[config.mk]
export PLATFORM = sky130hd
export DESIGN_NAME = minimig_glue_top
export DESIGN_NICKNAME = d
export VERILOG_FILES = /design/src/hw/minimig_glue_pkg.sv /design/src/hw/board_ctrl.sv /design/src/hw/qmem_bridge.sv /design/src/hw/audio_dac.sv /design/src/hw/activity_leds.sv /design/src/hw/minimig_glue_top.sv
export SDC_FILE = /design/constraint.sdc
export NUM_CORES = 1
export LEC_CHECK = 0
export BUFFER_PORTS_ARGS = -buffer_cell sky130_fd_sc_hd__buf_4
export CORE_MARGIN = 3
export CORE_UTILIZATION = 34
export CTS_BUF_LIST = sky130_fd_sc_hd__clkbuf_16
export DETAILED_ROUTE_END_ITERATION = 16
export GPL_ROUTABILITY_DRIVEN = 0
export PLACE_DENSITY_LB_ADDON = 0.1
export SETUP_SLACK_MARGIN = 0.2
export SLEW_MARGIN = 15
export SYNTH_ARGS = -nofsm -noshare
export SYNTH_HDL_FRONTEND = slang
export SYNTH_SLANG_ARGS = --single-unit
[constraint.sdc]
create_clock -name clk -period 8.85 [get_ports clk]
set_clock_uncertainty 0.2 [all_clocks]
set_input_delay 1.77 -clock clk [delete_from_list [all_inputs] [get_ports clk]]
set_output_delay 1.77 -clock clk [all_outputs]
set_load 0.01 [all_outputs]
[src/hw/minimig_glue_pkg.sv]
// Shared types for the board glue
// All bus addresses are byte addresses, slave halves are 16-bit aligned
// Err on either bus is only meaningful in the ack cycle
package minimig_glue_pkg;

  //////////////////////////////////////////////////
  // Widths
  //////////////////////////////////////////////////
  localparam int QADR_W   = 23;  // Byte address, both sides
  localparam int MDAT_W   = 32;  // Master data
  localparam int SDAT_W   = 16;  // Slave data
  localparam int SAMPLE_W = 15;  // Signed audio sample

  //////////////////////////////////////////////////
  // Bus structs
  //////////////////////////////////////////////////
  typedef struct packed {
    logic                cs;
    logic                we;
    logic [QADR_W-1:0]   adr;
    logic [MDAT_W/8-1:0] sel;    // Bit 3 strobes dat_w[31:24]
    logic [MDAT_W-1:0]   dat_w;
  } qmem32_req_t;

  typedef struct packed {
    logic [MDAT_W-1:0] dat_r;
    logic              ack;    // Single-cycle pulse
    logic              err;
  } qmem32_rsp_t;

  typedef struct packed {
    logic                cs;
    logic                we;
    logic [QADR_W-1:0]   adr;
    logic [SDAT_W/8-1:0] sel;
    logic [SDAT_W-1:0]   dat_w;
  } qmem16_req_t;

  typedef struct packed {
    logic [SDAT_W-1:0] dat_r;
    logic              ack;
    logic              err;
  } qmem16_rsp_t;

  //////////////////////////////////////////////////
  // Configuration and states
  //////////////////////////////////////////////////
  typedef struct packed {
    logic uart_sel;    // High routes UART to controller
    logic aud_swap;    // Exchange left and right
    logic aud_mix;     // Centre mix
    logic scan_15khz;  // Scandoubler off
  } glue_cfg_t;

  typedef enum logic [1:0] {
    RST_WAIT, RST_HOLD_CORE, RST_HOLD_CPU, RST_RUN
  } rst_state_e;

  typedef enum logic [1:0] {
    BR_IDLE, BR_HIGH, BR_LOW, BR_DONE
  } bridge_state_e;

endpackage

[src/hw/board_ctrl.sv]
// Board control: input sync, reset sequencing, config decode, UART/SPI routing
// pll_locked is taken as already on the clk domain
// key inputs are active low buttons, key[1] restarts only the CPU reset
// RESET_HOLD must be at least 2
module board_ctrl #(
  parameter int RESET_HOLD = 8
) (
  input  logic                        clk,
  input  logic                        arst_n,
  input  logic                        pll_locked,
  input  logic [1:0]                  key,
  input  logic [3:0]                  sw,
  input  logic                        uart_rxd,
  output logic                        uart_txd,
  input  logic                        ctrl_txd,
  output logic                        ctrl_rxd,
  input  logic                        core_txd,
  output logic                        core_rxd,
  input  logic                        sd_dat,
  input  logic                        spi_cs_n0,
  input  logic                        core_sdo,
  output logic                        spi_di,
  output minimig_glue_pkg::glue_cfg_t cfg,
  output logic                        scan_15khz,
  output logic                        rst_sys,
  output logic                        rst_minimig,
  output logic                        rst_cpu
);

  localparam int CNT_W = $clog2(RESET_HOLD + 1);
  localparam logic [CNT_W-1:0] HOLD_LAST = CNT_W'(RESET_HOLD - 1);

  logic [3:0]                       sw_meta, sw_sync;
  logic [1:0]                       key_meta, key_sync;
  logic                             run_ok;
  minimig_glue_pkg::rst_state_e     state;
  logic [CNT_W-1:0]                 hold_cnt;

  //////////////////////////////////////////////////
  // Synchronizers
  //////////////////////////////////////////////////
  always_ff @(posedge clk or negedge arst_n) begin
    if (!arst_n) begin
      sw_meta  <= '0;
      sw_sync  <= '0;
      key_meta <= '0;  // Keys read as pressed
      key_sync <= '0;
    end else begin
      sw_meta  <= sw;
      sw_sync  <= sw_meta;
      key_meta <= key;
      key_sync <= key_meta;
    end
  end

  //////////////////////////////////////////////////
  // Reset sequencer
  //////////////////////////////////////////////////
  assign run_ok = pll_locked & key_sync[0];  // Lock and key0 released

  always_ff @(posedge clk or negedge arst_n) begin
    if (!arst_n) begin
      state    <= minimig_glue_pkg::RST_WAIT;
      hold_cnt <= '0;
    end else if (!run_ok) begin
      state    <= minimig_glue_pkg::RST_WAIT;  // Abort from any state
      hold_cnt <= '0;
    end else begin
      case (state)
        minimig_glue_pkg::RST_WAIT: begin
          state    <= minimig_glue_pkg::RST_HOLD_CORE;
          hold_cnt <= '0;
        end
        minimig_glue_pkg::RST_HOLD_CORE: begin
          hold_cnt <= (hold_cnt == HOLD_LAST) ? '0 : hold_cnt + 1'b1;
          if (hold_cnt == HOLD_LAST) state <= minimig_glue_pkg::RST_HOLD_CPU;
        end
        minimig_glue_pkg::RST_HOLD_CPU: begin
          hold_cnt <= (hold_cnt == HOLD_LAST) ? '0 : hold_cnt + 1'b1;
          if (hold_cnt == HOLD_LAST) state <= minimig_glue_pkg::RST_RUN;
        end
        default: begin
          if (!key_sync[1]) state <= minimig_glue_pkg::RST_HOLD_CPU;  // CPU-only restart
        end
      endcase
    end
  end

  assign rst_sys     = (state == minimig_glue_pkg::RST_WAIT) ||
                       (state == minimig_glue_pkg::RST_HOLD_CORE);
  assign rst_minimig = rst_sys;                             // Core leaves reset with glue
  assign rst_cpu     = (state != minimig_glue_pkg::RST_RUN);

  //////////////////////////////////////////////////
  // Config decode and routing
  //////////////////////////////////////////////////
  assign cfg.uart_sel   = sw_sync[0];
  assign cfg.scan_15khz = sw_sync[1];
  assign cfg.aud_swap   = sw_sync[2];
  assign cfg.aud_mix    = sw_sync[3];
  assign scan_15khz     = cfg.scan_15khz;

  assign uart_txd = cfg.uart_sel ? ctrl_txd : core_txd;
  assign ctrl_rxd = cfg.uart_sel ? uart_rxd : 1'b1;   // Idle high when deselected
  assign core_rxd = cfg.uart_sel ? 1'b1 : uart_rxd;
  assign spi_di   = !spi_cs_n0 ? sd_dat : core_sdo;   // SD card owns CS0

  a_cpu_after_core: assert property (@(posedge clk) disable iff (!arst_n)
    rst_minimig |-> rst_cpu)
    else $error("CPU out of reset before core");

  a_cpu_hold_len: assert property (@(posedge clk) disable iff (!arst_n)
    $fell(rst_cpu) |-> !rst_minimig && $past(!rst_minimig, RESET_HOLD))
    else $error("CPU reset released too early");

endmodule

[src/hw/qmem_bridge.sv]
// 32-to-16 bit qmem bridge, single clock
// Upper half first at the word address, lower half at word address + 2
// Halves with no byte strobes are skipped and read back as zero
// Master must hold its request stable until ack
module qmem_bridge (
  input  logic                          clk,
  input  logic                          arst_n,
  input  logic                          rst,
  input  minimig_glue_pkg::qmem32_req_t m_req,
  output minimig_glue_pkg::qmem32_rsp_t m_rsp,
  output minimig_glue_pkg::qmem16_req_t s_req,
  input  minimig_glue_pkg::qmem16_rsp_t s_rsp
);

  localparam int SDW = minimig_glue_pkg::SDAT_W;
  localparam int MDW = minimig_glue_pkg::MDAT_W;
  localparam int AW  = minimig_glue_pkg::QADR_W;

  minimig_glue_pkg::bridge_state_e state, state_nxt;
  logic           hi_used, lo_used;
  logic           is_low;
  logic           start;
  logic [SDW-1:0] dat_hi, dat_lo;
  logic           err_q;

  assign hi_used = |m_req.sel[3:2];
  assign lo_used = |m_req.sel[1:0];
  assign is_low  = (state == minimig_glue_pkg::BR_LOW);
  assign start   = (state == minimig_glue_pkg::BR_IDLE) && m_req.cs;

  //////////////////////////////////////////////////
  // Slave request
  //////////////////////////////////////////////////
  always_comb begin
    s_req.cs    = (state == minimig_glue_pkg::BR_HIGH) || is_low;
    s_req.we    = m_req.we;
    s_req.adr   = {m_req.adr[AW-1:2], is_low, 1'b0};  // +2 for the lower half
    s_req.sel   = is_low ? m_req.sel[1:0] : m_req.sel[3:2];
    s_req.dat_w = is_low ? m_req.dat_w[SDW-1:0] : m_req.dat_w[MDW-1:SDW];
  end

  //////////////////////////////////////////////////
  // FSM
  //////////////////////////////////////////////////
  always_comb begin
    state_nxt = state;
    case (state)
      minimig_glue_pkg::BR_IDLE: begin
        if (m_req.cs) begin
          if (hi_used)      state_nxt = minimig_glue_pkg::BR_HIGH;
          else if (lo_used) state_nxt = minimig_glue_pkg::BR_LOW;
          else              state_nxt = minimig_glue_pkg::BR_DONE;  // Nothing to move
        end
      end
      minimig_glue_pkg::BR_HIGH: begin
        if (s_rsp.ack) state_nxt = lo_used ? minimig_glue_pkg::BR_LOW
                                           : minimig_glue_pkg::BR_DONE;
      end
      minimig_glue_pkg::BR_LOW: begin
        if (s_rsp.ack) state_nxt = minimig_glue_pkg::BR_DONE;
      end
      default: state_nxt = minimig_glue_pkg::BR_IDLE;  // Ack cycle
    endcase
  end

  always_ff @(posedge clk or negedge arst_n) begin
    if (!arst_n) begin
      state <= minimig_glue_pkg::BR_IDLE;
      err_q <= 1'b0;
    end else if (rst) begin
      state <= minimig_glue_pkg::BR_IDLE;
      err_q <= 1'b0;
    end else begin
      state <= state_nxt;
      if (start)                    err_q <= 1'b0;
      else if (s_req.cs && s_rsp.ack) err_q <= err_q | s_rsp.err;  // OR of halves
    end
  end

  // Read data gather
  always_ff @(posedge clk) begin
    if (start) begin
      dat_hi <= '0;
      dat_lo <= '0;
    end else if (s_rsp.ack) begin
      if (state == minimig_glue_pkg::BR_HIGH) dat_hi <= s_rsp.dat_r;
      if (is_low)                             dat_lo <= s_rsp.dat_r;
    end
  end

  //////////////////////////////////////////////////
  // Master response
  //////////////////////////////////////////////////
  assign m_rsp.ack   = (state == minimig_glue_pkg::BR_DONE);
  assign m_rsp.err   = m_rsp.ack & err_q;
  assign m_rsp.dat_r = {dat_hi, dat_lo};

  a_s_req_stable: assert property (@(posedge clk) disable iff (!arst_n || rst)
    s_req.cs && !s_rsp.ack |=> $stable(s_req))
    else $error("Slave request changed before ack");

  a_m_ack_pulse: assert property (@(posedge clk) disable iff (!arst_n || rst)
    m_rsp.ack |=> !m_rsp.ack)
    else $error("Master ack longer than one cycle");

endmodule

[src/hw/audio_dac.sv]
// Audio path: channel swap, centre mix, first-order sigma-delta per channel
// DAC_BITS must not exceed SAMPLE_W
// Ones density over 2**DAC_BITS cycles equals the top offset-binary bits
module audio_dac #(
  parameter int DAC_BITS = 8
) (
  input  logic                                        clk,
  input  logic                                        arst_n,
  input  logic                                        rst,
  input  minimig_glue_pkg::glue_cfg_t                 cfg,
  input  logic signed [minimig_glue_pkg::SAMPLE_W-1:0] ldata,
  input  logic signed [minimig_glue_pkg::SAMPLE_W-1:0] rdata,
  output logic                                        audio_left,
  output logic                                        audio_right
);

  localparam int SMP_W = minimig_glue_pkg::SAMPLE_W;

  logic signed [SMP_W-1:0] smp_q [2];  // 0 left, 1 right
  logic signed [SMP_W-1:0] chan  [2];  // After swap
  logic [1:0]              dac_bit;

  always_ff @(posedge clk) begin
    smp_q[0] <= ldata;
    smp_q[1] <= rdata;
  end

  assign chan[0] = cfg.aud_swap ? smp_q[1] : smp_q[0];
  assign chan[1] = cfg.aud_swap ? smp_q[0] : smp_q[1];

  //////////////////////////////////////////////////
  // Mix and modulator
  //////////////////////////////////////////////////
  for (genvar ch = 0; ch < 2; ch++) begin : g_chan
    logic signed [SMP_W+1:0] own_x, oth_x;
    logic signed [SMP_W+1:0] mix_sum;
    logic signed [SMP_W-1:0] mixed;
    logic [SMP_W-1:0]        offs;
    logic [DAC_BITS-1:0]     acc;
    logic [DAC_BITS:0]       acc_nxt;
    logic                    bit_q;

    assign own_x   = (SMP_W+2)'(chan[ch]);      // Sign extended
    assign oth_x   = (SMP_W+2)'(chan[1-ch]);
    assign mix_sum = (own_x <<< 1) + own_x + oth_x;  // 3*own + other
    assign mixed   = cfg.aud_mix ? mix_sum[SMP_W+1:2] : chan[ch];  // >>> 2
    assign offs    = {~mixed[SMP_W-1], mixed[SMP_W-2:0]};           // Offset binary
    assign acc_nxt = {1'b0, acc} + {1'b0, offs[SMP_W-1 -: DAC_BITS]};

    always_ff @(posedge clk or negedge arst_n) begin
      if (!arst_n) begin
        acc   <= '0;
        bit_q <= 1'b0;
      end else if (rst) begin
        acc   <= '0;
        bit_q <= 1'b0;
      end else begin
        acc   <= acc_nxt[DAC_BITS-1:0];
        bit_q <= acc_nxt[DAC_BITS];  // Carry is the pulse
      end
    end

    assign dac_bit[ch] = bit_q;
  end

  assign audio_left  = dac_bit[0];
  assign audio_right = dac_bit[1];

endmodule

[src/hw/activity_leds.sv]
// Activity LEDs with pulse stretching, low track bits on the lower LEDs
// Upper track bits are not shown
module activity_leds #(
  parameter int STRETCH_CYCLES = 16
) (
  input  logic       clk,
  input  logic       arst_n,
  input  logic       rst,
  input  logic       floppy_wr,
  input  logic       floppy_rd,
  input  logic       hd_wr,
  input  logic       hd_rd,
  input  logic [7:0] track,
  output logic [7:0] led_g
);

  localparam int CNT_W = $clog2(STRETCH_CYCLES + 1);
  localparam logic [CNT_W-1:0] CNT_LOAD = CNT_W'(STRETCH_CYCLES);

  logic [3:0] act;    // Bit 3 is floppy write
  logic [3:0] lit;
  logic [3:0] trk_q;

  assign act = {floppy_wr, floppy_rd, hd_wr, hd_rd};

  //////////////////////////////////////////////////
  // Pulse stretchers
  //////////////////////////////////////////////////
  for (genvar i = 0; i < 4; i++) begin : g_stretch
    logic [CNT_W-1:0] cnt;

    always_ff @(posedge clk or negedge arst_n) begin
      if (!arst_n) begin
        cnt <= '0;
      end else if (rst) begin
        cnt <= '0;
      end else if (act[i]) begin
        cnt <= CNT_LOAD;         // Retrigger
      end else if (cnt != '0) begin
        cnt <= cnt - 1'b1;
      end
    end

    assign lit[i] = (cnt != '0);
  end

  always_ff @(posedge clk or negedge arst_n) begin
    if (!arst_n)  trk_q <= '0;
    else if (rst) trk_q <= '0;
    else          trk_q <= track[3:0];
  end

  assign led_g = {lit, trk_q};

endmodule

[src/hw/minimig_glue_top.sv]
// Board glue top level, single clock
// Host bus is the 32-bit master side, sd bus goes to the SDRAM controller
// Core resets are active high
module minimig_glue_top #(
  parameter int RESET_HOLD     = 8,
  parameter int DAC_BITS       = 8,
  parameter int STRETCH_CYCLES = 16
) (
  input  logic                                        clk,
  input  logic                                        arst_n,
  input  logic                                        pll_locked,
  input  logic [1:0]                                  key,       // Active low
  input  logic [3:0]                                  sw,
  // UART
  input  logic                                        uart_rxd,
  output logic                                        uart_txd,
  input  logic                                        ctrl_txd,
  output logic                                        ctrl_rxd,
  input  logic                                        core_txd,
  output logic                                        core_rxd,
  // SPI
  input  logic                                        sd_dat,
  input  logic                                        spi_cs_n0,
  input  logic                                        core_sdo,
  output logic                                        spi_di,
  // Core control
  output logic                                        scan_15khz,
  output logic                                        rst_minimig,
  output logic                                        rst_cpu,
  // Memory buses
  input  minimig_glue_pkg::qmem32_req_t               host_req,
  output minimig_glue_pkg::qmem32_rsp_t               host_rsp,
  output minimig_glue_pkg::qmem16_req_t               sd_req,
  input  minimig_glue_pkg::qmem16_rsp_t               sd_rsp,
  // Audio
  input  logic signed [minimig_glue_pkg::SAMPLE_W-1:0] ldata,
  input  logic signed [minimig_glue_pkg::SAMPLE_W-1:0] rdata,
  output logic                                        audio_left,
  output logic                                        audio_right,
  // Indicators
  input  logic                                        floppy_wr,
  input  logic                                        floppy_rd,
  input  logic                                        hd_wr,
  input  logic                                        hd_rd,
  input  logic [7:0]                                  track,
  output logic [7:0]                                  led_g
);

  logic                        rst_sys;  // Glue reset, active high
  minimig_glue_pkg::glue_cfg_t cfg;

  //////////////////////////////////////////////////
  // Modules
  //////////////////////////////////////////////////
  board_ctrl #(.RESET_HOLD(RESET_HOLD)) i_board_ctrl (
    .clk         (clk),
    .arst_n      (arst_n),
    .pll_locked  (pll_locked),
    .key         (key),
    .sw          (sw),
    .uart_rxd    (uart_rxd),
    .uart_txd    (uart_txd),
    .ctrl_txd    (ctrl_txd),
    .ctrl_rxd    (ctrl_rxd),
    .core_txd    (core_txd),
    .core_rxd    (core_rxd),
    .sd_dat      (sd_dat),
    .spi_cs_n0   (spi_cs_n0),
    .core_sdo    (core_sdo),
    .spi_di      (spi_di),
    .cfg         (cfg),
    .scan_15khz  (scan_15khz),
    .rst_sys     (rst_sys),
    .rst_minimig (rst_minimig),
    .rst_cpu     (rst_cpu)
  );

  qmem_bridge i_qmem_bridge (
    .clk    (clk),
    .arst_n (arst_n),
    .rst    (rst_sys),
    .m_req  (host_req),
    .m_rsp  (host_rsp),
    .s_req  (sd_req),
    .s_rsp  (sd_rsp)
  );

  audio_dac #(.DAC_BITS(DAC_BITS)) i_audio_dac (
    .clk         (clk),
    .arst_n      (arst_n),
    .rst         (rst_sys),
    .cfg         (cfg),
    .ldata       (ldata),
    .rdata       (rdata),
    .audio_left  (audio_left),
    .audio_right (audio_right)
  );

  activity_leds #(.STRETCH_CYCLES(STRETCH_CYCLES)) i_activity_leds (
    .clk       (clk),
    .arst_n    (arst_n),
    .rst       (rst_sys),
    .floppy_wr (floppy_wr),
    .floppy_rd (floppy_rd),
    .hd_wr     (hd_wr),
    .hd_rd     (hd_rd),
    .track     (track),
    .led_g     (led_g)
  );

endmodule

# After elaboration in Yosys (flattened, before gate mapping)
# Memory sizes are Yosys's and may differ from the RTL's.
# Index checks and enable logic that the tools add are counted.
totals:
  regBits: 95
  latch_bits: 0
  mem_bits_rw: 30
  romBits: 0
  inputBits: 136
  out_inout_bits: 94
  memories: 1
memory_table:
  columns: ["name", "depth", "width", "rd", "rd_ports_with_merged_regs", "wr", "line", "source"]
  rows:
  - ["i_audio_dac.smp_q", 2, 15, 2, 0, 2, "audio_dac.sv:19", "logic signed [SMP_W-1:0] smp_q [2];"]
op_classes:
  add_sub_neg: 11
  multipliers: 0
  div_mod_pow: 0
  magnitude_cmp: 0
  n_eq_ne: 14
  shift: 0
  n_mux: 45
  n_bitwise: 5
  n_reduce_logical: 22
op_table:
  columns: ["op", "n"]
  rows:
  - ["15-bit two-way mux", 4]
  - ["5-bit two-way mux", 12]
  - ["16-bit by 15-bit adder with 17-bit output", 2]
  - ["17-bit by 15-bit adder with 17-bit output", 2]
  - ["2-bit two-way mux", 10]
  - ["5-bit nonzero test", 4]
  - ["5-bit by 1-bit subtractor with 5-bit output (second input constant)", 4]
  - ["8-bit by 8-bit adder with 9-bit output", 2]
  - ["3-bit inequality test (second input constant)", 6]
  - ["16-bit two-way mux", 1]
  - ["8-bit two-way mux", 2]
  - ["3-bit nonzero test", 5]
  - ["4-bit two-way mux", 3]
  - ["2-bit one-hot mux with 3 select lines", 2]
  - ["1-bit two-way mux", 10]
  - ["4-bit one-hot mux with 2 select lines", 1]
  - ["2-bit equality test (second input constant)", 3]
  - ["3-bit AND reduction", 2]
  - ["2-bit OR reduction", 3]
  - ["5-bit inequality test (second input constant)", 1]
  - ["4-bit by 1-bit adder with 4-bit output (second input constant)", 1]
  - ["2-bit by 1-bit equality test with 1-bit output (second input constant)", 2]
  - ["4-bit by 3-bit equality test with 1-bit output (second input constant)", 1]
  - ["2-bit logical NOT", 2]
  - ["other kinds (7)", 12]

# Longest topological paths before layout
# An unclocked memory read counts as a cell.
depth:
  depth_word: 8
  mapped_depth: 23

# Hierarchy
# Synthesis repeated with hierarchy kept, for this count alone.
hier_totals:
  cells_unflattened: 789
  area_unflattened_um2: 7777.5
modules_own_cells:
  columns: ["module", "n_inst", "cells_per_inst", "area_per_inst_um2", "seq_area_each_um2"]
  rows:
  - ["audio_dac", 1, 403, 4027.6, 1051.0]
  - ["qmem_bridge", 1, 215, 1780.5, 715.7]
  - ["activity_leds", 1, 113, 1219.9, 600.6]
  - ["board_ctrl", 1, 58, 749.5, 450.4]

# Worst setup path after synthesis
# No wires, ideal clock.
synth_path:
  kind: "reg2reg"
  from: "reg i_board_ctrl.sw_sync[2]"
  to: "reg i_audio_dac.g_chan[0].bit_q (netlist: i_audio_dac.audio_left)"
  setup_time_ns: 0.124
  t_arrival_ns: 4.758
  path_slack_ns: 3.768
  path_stages_with_launch: 22
  path_buffers: 3
  period_less_slack_ns: 5.082
  path_cell_list: "dfrtp_1 clkbuf_1 clkbuf_1 buf_2 mux2i_1 inv_1 fa_1 ha_1 or3_1 o221ai_2 o22ai_2 o31a_4 a21oi_1 xor2_1 a21oi_1 ha_1 o21ai_0 nand2b_1 a21o_1 a21o_1 a211oi_1 nor2_1"
synth_via:
  elab_chain_cells: 7
  word_cells_on_any_way: 8
  classes_between: "add/sub (3); mux (4); bitwise (1)"
synth_lines:
  columns: ["item", "line", "source"]
  rows:
  - ["start, declared", "board_ctrl.sv:33", "logic [3:0] sw_meta, sw_sync;"]
  - ["start signal, assigned", "board_ctrl.sv:50", "sw_sync <= sw_meta;"]
  - ["15-bit two-way mux", "audio_dac.sv:28", "assign chan[0] = cfg.aud_swap ? smp_q[1] : smp_q[0];"]
  - ["16-bit by 15-bit adder with 17-bit output", "audio_dac.sv:45", "assign mix_sum = (own_x <<< 1) + own_x + oth_x;"]
  - ["17-bit by 15-bit adder with 17-bit output", "audio_dac.sv:45", null]
  - ["15-bit two-way mux (*)", "audio_dac.sv:46", "assign mixed = cfg.aud_mix ? mix_sum[SMP_W+1:2] : chan[ch];"]
  - ["1-bit inverter", "audio_dac.sv:47", "assign offs = {~mixed[SMP_W-1], mixed[SMP_W-2:0]};"]
  - ["8-bit by 8-bit adder with 9-bit output (*)", "audio_dac.sv:48", "assign acc_nxt = {1'b0, acc} + {1'b0, offs[SMP_W-1 -: DAC_BITS]};"]
  - ["1-bit two-way mux (*)", "audio_dac.sv:54", "end else if (rst) begin"]
  - ["end signal, assigned", "audio_dac.sv:59", "bit_q <= acc_nxt[DAC_BITS];"]
  - ["end, declared", "audio_dac.sv:41", "logic bit_q;"]
# Every way passes the cells marked *; elsewhere a longest branch is shown, timed or not.
# A chain may end at the register's enable or synchronous reset.

# Worst setup path in the final report
# Ends and elaborated chain as after synthesis.

==> impl_metrics.csv <==
group,metric,value,unit
place,hpwl,12800,um
sta,finalSetupTns,0,ns
route,routed_wl,17200,um
clock_network,clock-sinks,125,
critical_path,path_class,"flop to flop",
critical_path,worstPathRequired,8.95,ns
critical_path,critPathSlowestCell,"mux2i_1",
route,first_pass_iters,4,
sta,max-slew-margin-rel,38.4,%
synthesis,yosys-top-cells-area,"dfrtp_1 (21%), dfxtp_1 (17%), ha_1 (10%)",
floorplanning,rows,53,
final_layout,drive_gt1_share,28.4,%
synthesis,synth-edff-count,0,
synthesis,synth_compound_area_share,12.5,%
floorplanning,start_util,35.1,%
place,dp_cells,1180,
final_layout,mostFrequentLayoutCells,"buf_4 (182), nand2_1 (93), nor2_1 (67)",
sta,setup_slack,3.68,ns
power_and_ir_drop,swShare,35.8,%
synthesis,synth_top_family_by_area,"adder cells",
hold_path,hold_path.class,"flop to flop",
synthesis,synth_top_cell_by_area,"dfrtp_1",
critical_path,arrival,5.27,ns
critical_path,critical_path.max_fanout,33,
route,dr_total_vias,5772,
global_routing,antenna_found_initial,0,
synthesis,seq_area_frac_synth,37.7,%
clock_network,clock_latency,0.42,ns
floorplanning,die_w,154,um
outcome,status,"complete, no violations",
global_routing,grt_max_degree,64,
global_routing,grt_overflow,0,
flow_run,maxCapViolCount,0,
clock_network,post_cts.repair.setup_buffers,0,
clock_network,cts-resized-gates,0,
critical_path,path_delay_family,"compound AO/OA/AOI/OAI gates",
floorplanning,dieArea,23800,um2
critical_path,crit_chain,"buf_4 -> mux2i_1 -> inv_1 -> fa_1 -> ha_1 -> or3_1 -> o221ai_2 -> o22ai_2 -> o31a_4 -> xnor2_1 -> a21oi_1 -> ha_1 -> nor2b_1 -> o21ai_0 -> nand2b_1 -> a21o_1 -> a21o_1 -> a211oi_1 -> nor2_1",
global_routing,grt_pass1_wl,28800,um
synthesis,synth_area,7470,um2
floorplanning,ios,230,
critical_path,startpoint_type,"flop",
power_and_ir_drop,pwr-share-comb,38.6,%
synthesis,ys_ff_latch,125,
route,wire_per_inst,14.2,um
critical_path,r2r_cells,19,
sta,setup_violations,0,
sta,worst_pin_slew,0.924,ns
synthesis,synth_fp_nets,1002,
route,drtIter0Drc,166,
synthesis,ys_warn_count,0,
hold_path,min_path_cells,0,
power_and_ir_drop,p_switching,787,uW
power_and_ir_drop,pwr-share-seq,30.7,%
critical_path,cpPeakStageDelay,0.47,ns
route,met3_length,1350,um
hold_path,min_from,"i_board_ctrl.sw_meta[2]$_DFF_PN0_",
power_and_ir_drop,leakage,4.37,nW
clock_network,path_clk_slew,0.07,ns
final_layout,mostFrequentLayoutCell,"buf_4",
route,wl_met2,8190,um
power_and_ir_drop,irDropWorstVdd,0.0000889,V
power_and_ir_drop,clkPwrFrac,30.7,%
route,drc,0,
route,final_antenna_net_count,0,
final_layout,layout.nets,1152,
synthesis,synth.area.mux_share,7.70,%
synthesis,synthCells,774,
place,port_buffers,178,
final_layout,area_growth,26.7,%
sta,slew_violations,0,
clock_network,cts.htree.levels,4,
critical_path,r2r_end,"i_audio_dac.audio_left$_DFF_PN0_",
synthesis,synth_top_area_share,21.1,%
clock_network,clockRootBuffer,"clkbuf_16",
sta,finalCriticalPeriod,5.17,ns
critical_path,timing.critical_path.buf_inv,2,
route,top_layer,"met4",
critical_path,reg2reg_slack,3.68,ns
sta,post-route-period-util,58.4,%
synthesis,syn_area_per_cell,9.66,um2
critical_path,cp-end-kind,"flop",
place,dp_slack,3.69,ns
synthesis,synth-simple-area-share,14.5,%
route,via_per_inst,4.76,
power_and_ir_drop,power.internal,1.41,mW
sta,rsz0062_at_grt,"false",
global_routing,track_usage,14.8,%
global_routing,grt_pass1_vias,5824,
clock_network,ctsHoldBuffers,0,
floorplanning,core,21300,um2
final_layout,n_antenna_cell,0,
sta,hold_violations,0,
clock_network,cts_buffers,17,
synthesis,synth_xor_area_share,3.28,%
synthesis,synthArstFlopShare,50.4,%
power_and_ir_drop,power_density,232,nW/um2
synthesis,yosysUniqueCellTypes,56,
synthesis,synthFlopType,"dfrtp_1",
sta,clock.fmax,0.193,GHz
final_layout,fillers,2100,
clock_network,cts_tree,"done",
final_layout,final_cells,1212,
synthesis,yosys.area_share.adder,18.4,%
route,wl_met1,7430,um
critical_path,r2r_start,"i_board_ctrl.sw_sync[2]$_DFF_PN0_",
clock_network,clockBufferDepth,2,
hold_path,whs_endpoint,"i_board_ctrl.sw_sync[2]$_DFF_PN0_",
floorplanning,fp.dieH,154,um
final cells by class:
class | count | area (um2) | share of cell area [%]
Multi-Input combinational cell | 556 | 4220 | 44.5
Tap cell | 275 | 344 | 3.63
Inverter | 42 | 158 | 1.66
Timing Repair Buffer | 182 | 1370 | 14.4
Clock buffer | 17 | 425 | 4.49
Sequential cell | 125 | 2820 | 29.7
Clock inverter | 15 | 146 | 1.55
flip-flops by register name, indices dropped and copies added, names as in the netlist:
| name | flops |
|---|---|
| i_audio_dac.audio_left | 1 |
| i_qmem_bridge.dat_hi | 16 |
| i_audio_dac.smp_q | 30 |
| i_qmem_bridge.state | 2 |
| i_qmem_bridge.err_q | 1 |
| i_board_ctrl.key_sync | 2 |
| i_board_ctrl.key_meta | 2 |
| i_qmem_bridge.dat_lo | 16 |
| i_activity_leds.trk_q | 4 |
| i_board_ctrl.sw_meta | 4 |
| i_board_ctrl.sw_sync | 4 |
| i_audio_dac.g_chan.acc | 16 |
| i_board_ctrl.hold_cnt | 4 |
| i_activity_leds.g_stretch.cnt | 20 |
| i_board_ctrl.state | 2 |
| i_audio_dac.audio_right | 1 |
through the flow:
stage	total power [mW]	instance area (um2)	utilization, %	hold WS, ns
finish	2.20	9470	44.5	0.148
global route	2.38	9470	44.5	0.155
CTS	2.24	9470	44.5	0.150
detailed placement	1.54	8900	41.8	0.135
global placement	1.54	8900	41.8	0.132
floorplan	1.31	7470	-	0.131
power by group through the flow:
stage / clock [mW] / combinational (mW) / sequential (mW)
5_1_grt: 0.726 / 0.970 / 0.684
3_5_place_dp: 0 / 0.855 / 0.687
3_3_place_gp: 0 / 0.858 / 0.686
6_report: 0.674 / 0.848 / 0.675
4_1_cts: 0.701 / 0.862 / 0.676
2_1_floorplan: 0 / 0.626 / 0.683
synthesized netlist by cell type (all sizes together), types with 3 or more instances:
library cell  instances
nand2                93
nor2                 67
a21oi                63
dfrtp                63
dfxtp                62
ha                   62
mux2                 44
inv                  42
fa                   30
nor3                 29
buf                  26
clkbuf               25
o21ai                17
xnor2                17
a211oi               11
a21o                 11
and2                 11
xor2                 11
mux2i                 8
o21a                  8
nor2b                 7
nand2b                6
nor4b                 5
a2111oi               4
and3                  4
nor4                  4
o31ai                 4
nand3                 3
o211ai                3
o22ai                 3
or2                   3
how the worst max path moves through the flow:
| stage | from | end | slack [ns] | depth (start not counted) |
|---|---|---|---|---|
| after floorplan | i_board_ctrl.sw_sync[2]$_DFF_PN0_ | i_audio_dac.audio_left$_DFF_PN0_ | 3.77 | 21 |
| after global placement | i_board_ctrl.sw_sync[2]$_DFF_PN0_ | i_audio_dac.audio_left$_DFF_PN0_ | 3.70 | 19 |
| after detailed placement | i_board_ctrl.sw_sync[2]$_DFF_PN0_ | i_audio_dac.audio_left$_DFF_PN0_ | 3.69 | 19 |
| after CTS | i_board_ctrl.sw_sync[2]$_DFF_PN0_ | i_audio_dac.audio_left$_DFF_PN0_ | 3.65 | 19 |
| after global routing | i_board_ctrl.sw_sync[2]$_DFF_PN0_ | i_audio_dac.audio_left$_DFF_PN0_ | 3.33 | 19 |
| final | i_board_ctrl.sw_sync[2]$_DFF_PN0_ | i_audio_dac.audio_left$_DFF_PN0_ | 3.68 | 19 |
cells by family after synthesis:
logic type               Yosys count
adder cells (fa/ha/maj)           92
flip-flops                       125
buffers and inverters             93
AO/OA/AOI/OAI                    143
multiplexers                      52
AND/OR/NAND/NOR                  240
XOR/XNOR                          28
other                              1
per-layer routing:
metal / GRT usage [%] / vias up
met2: 24.8 / 145
met1: 17.7 / 2656
met3: 5.46 / 26
met5: 0 / -
li1: - / 2945
met4: 4.54 / 0
Note: power is estimated with default switching activity, not from simulation.
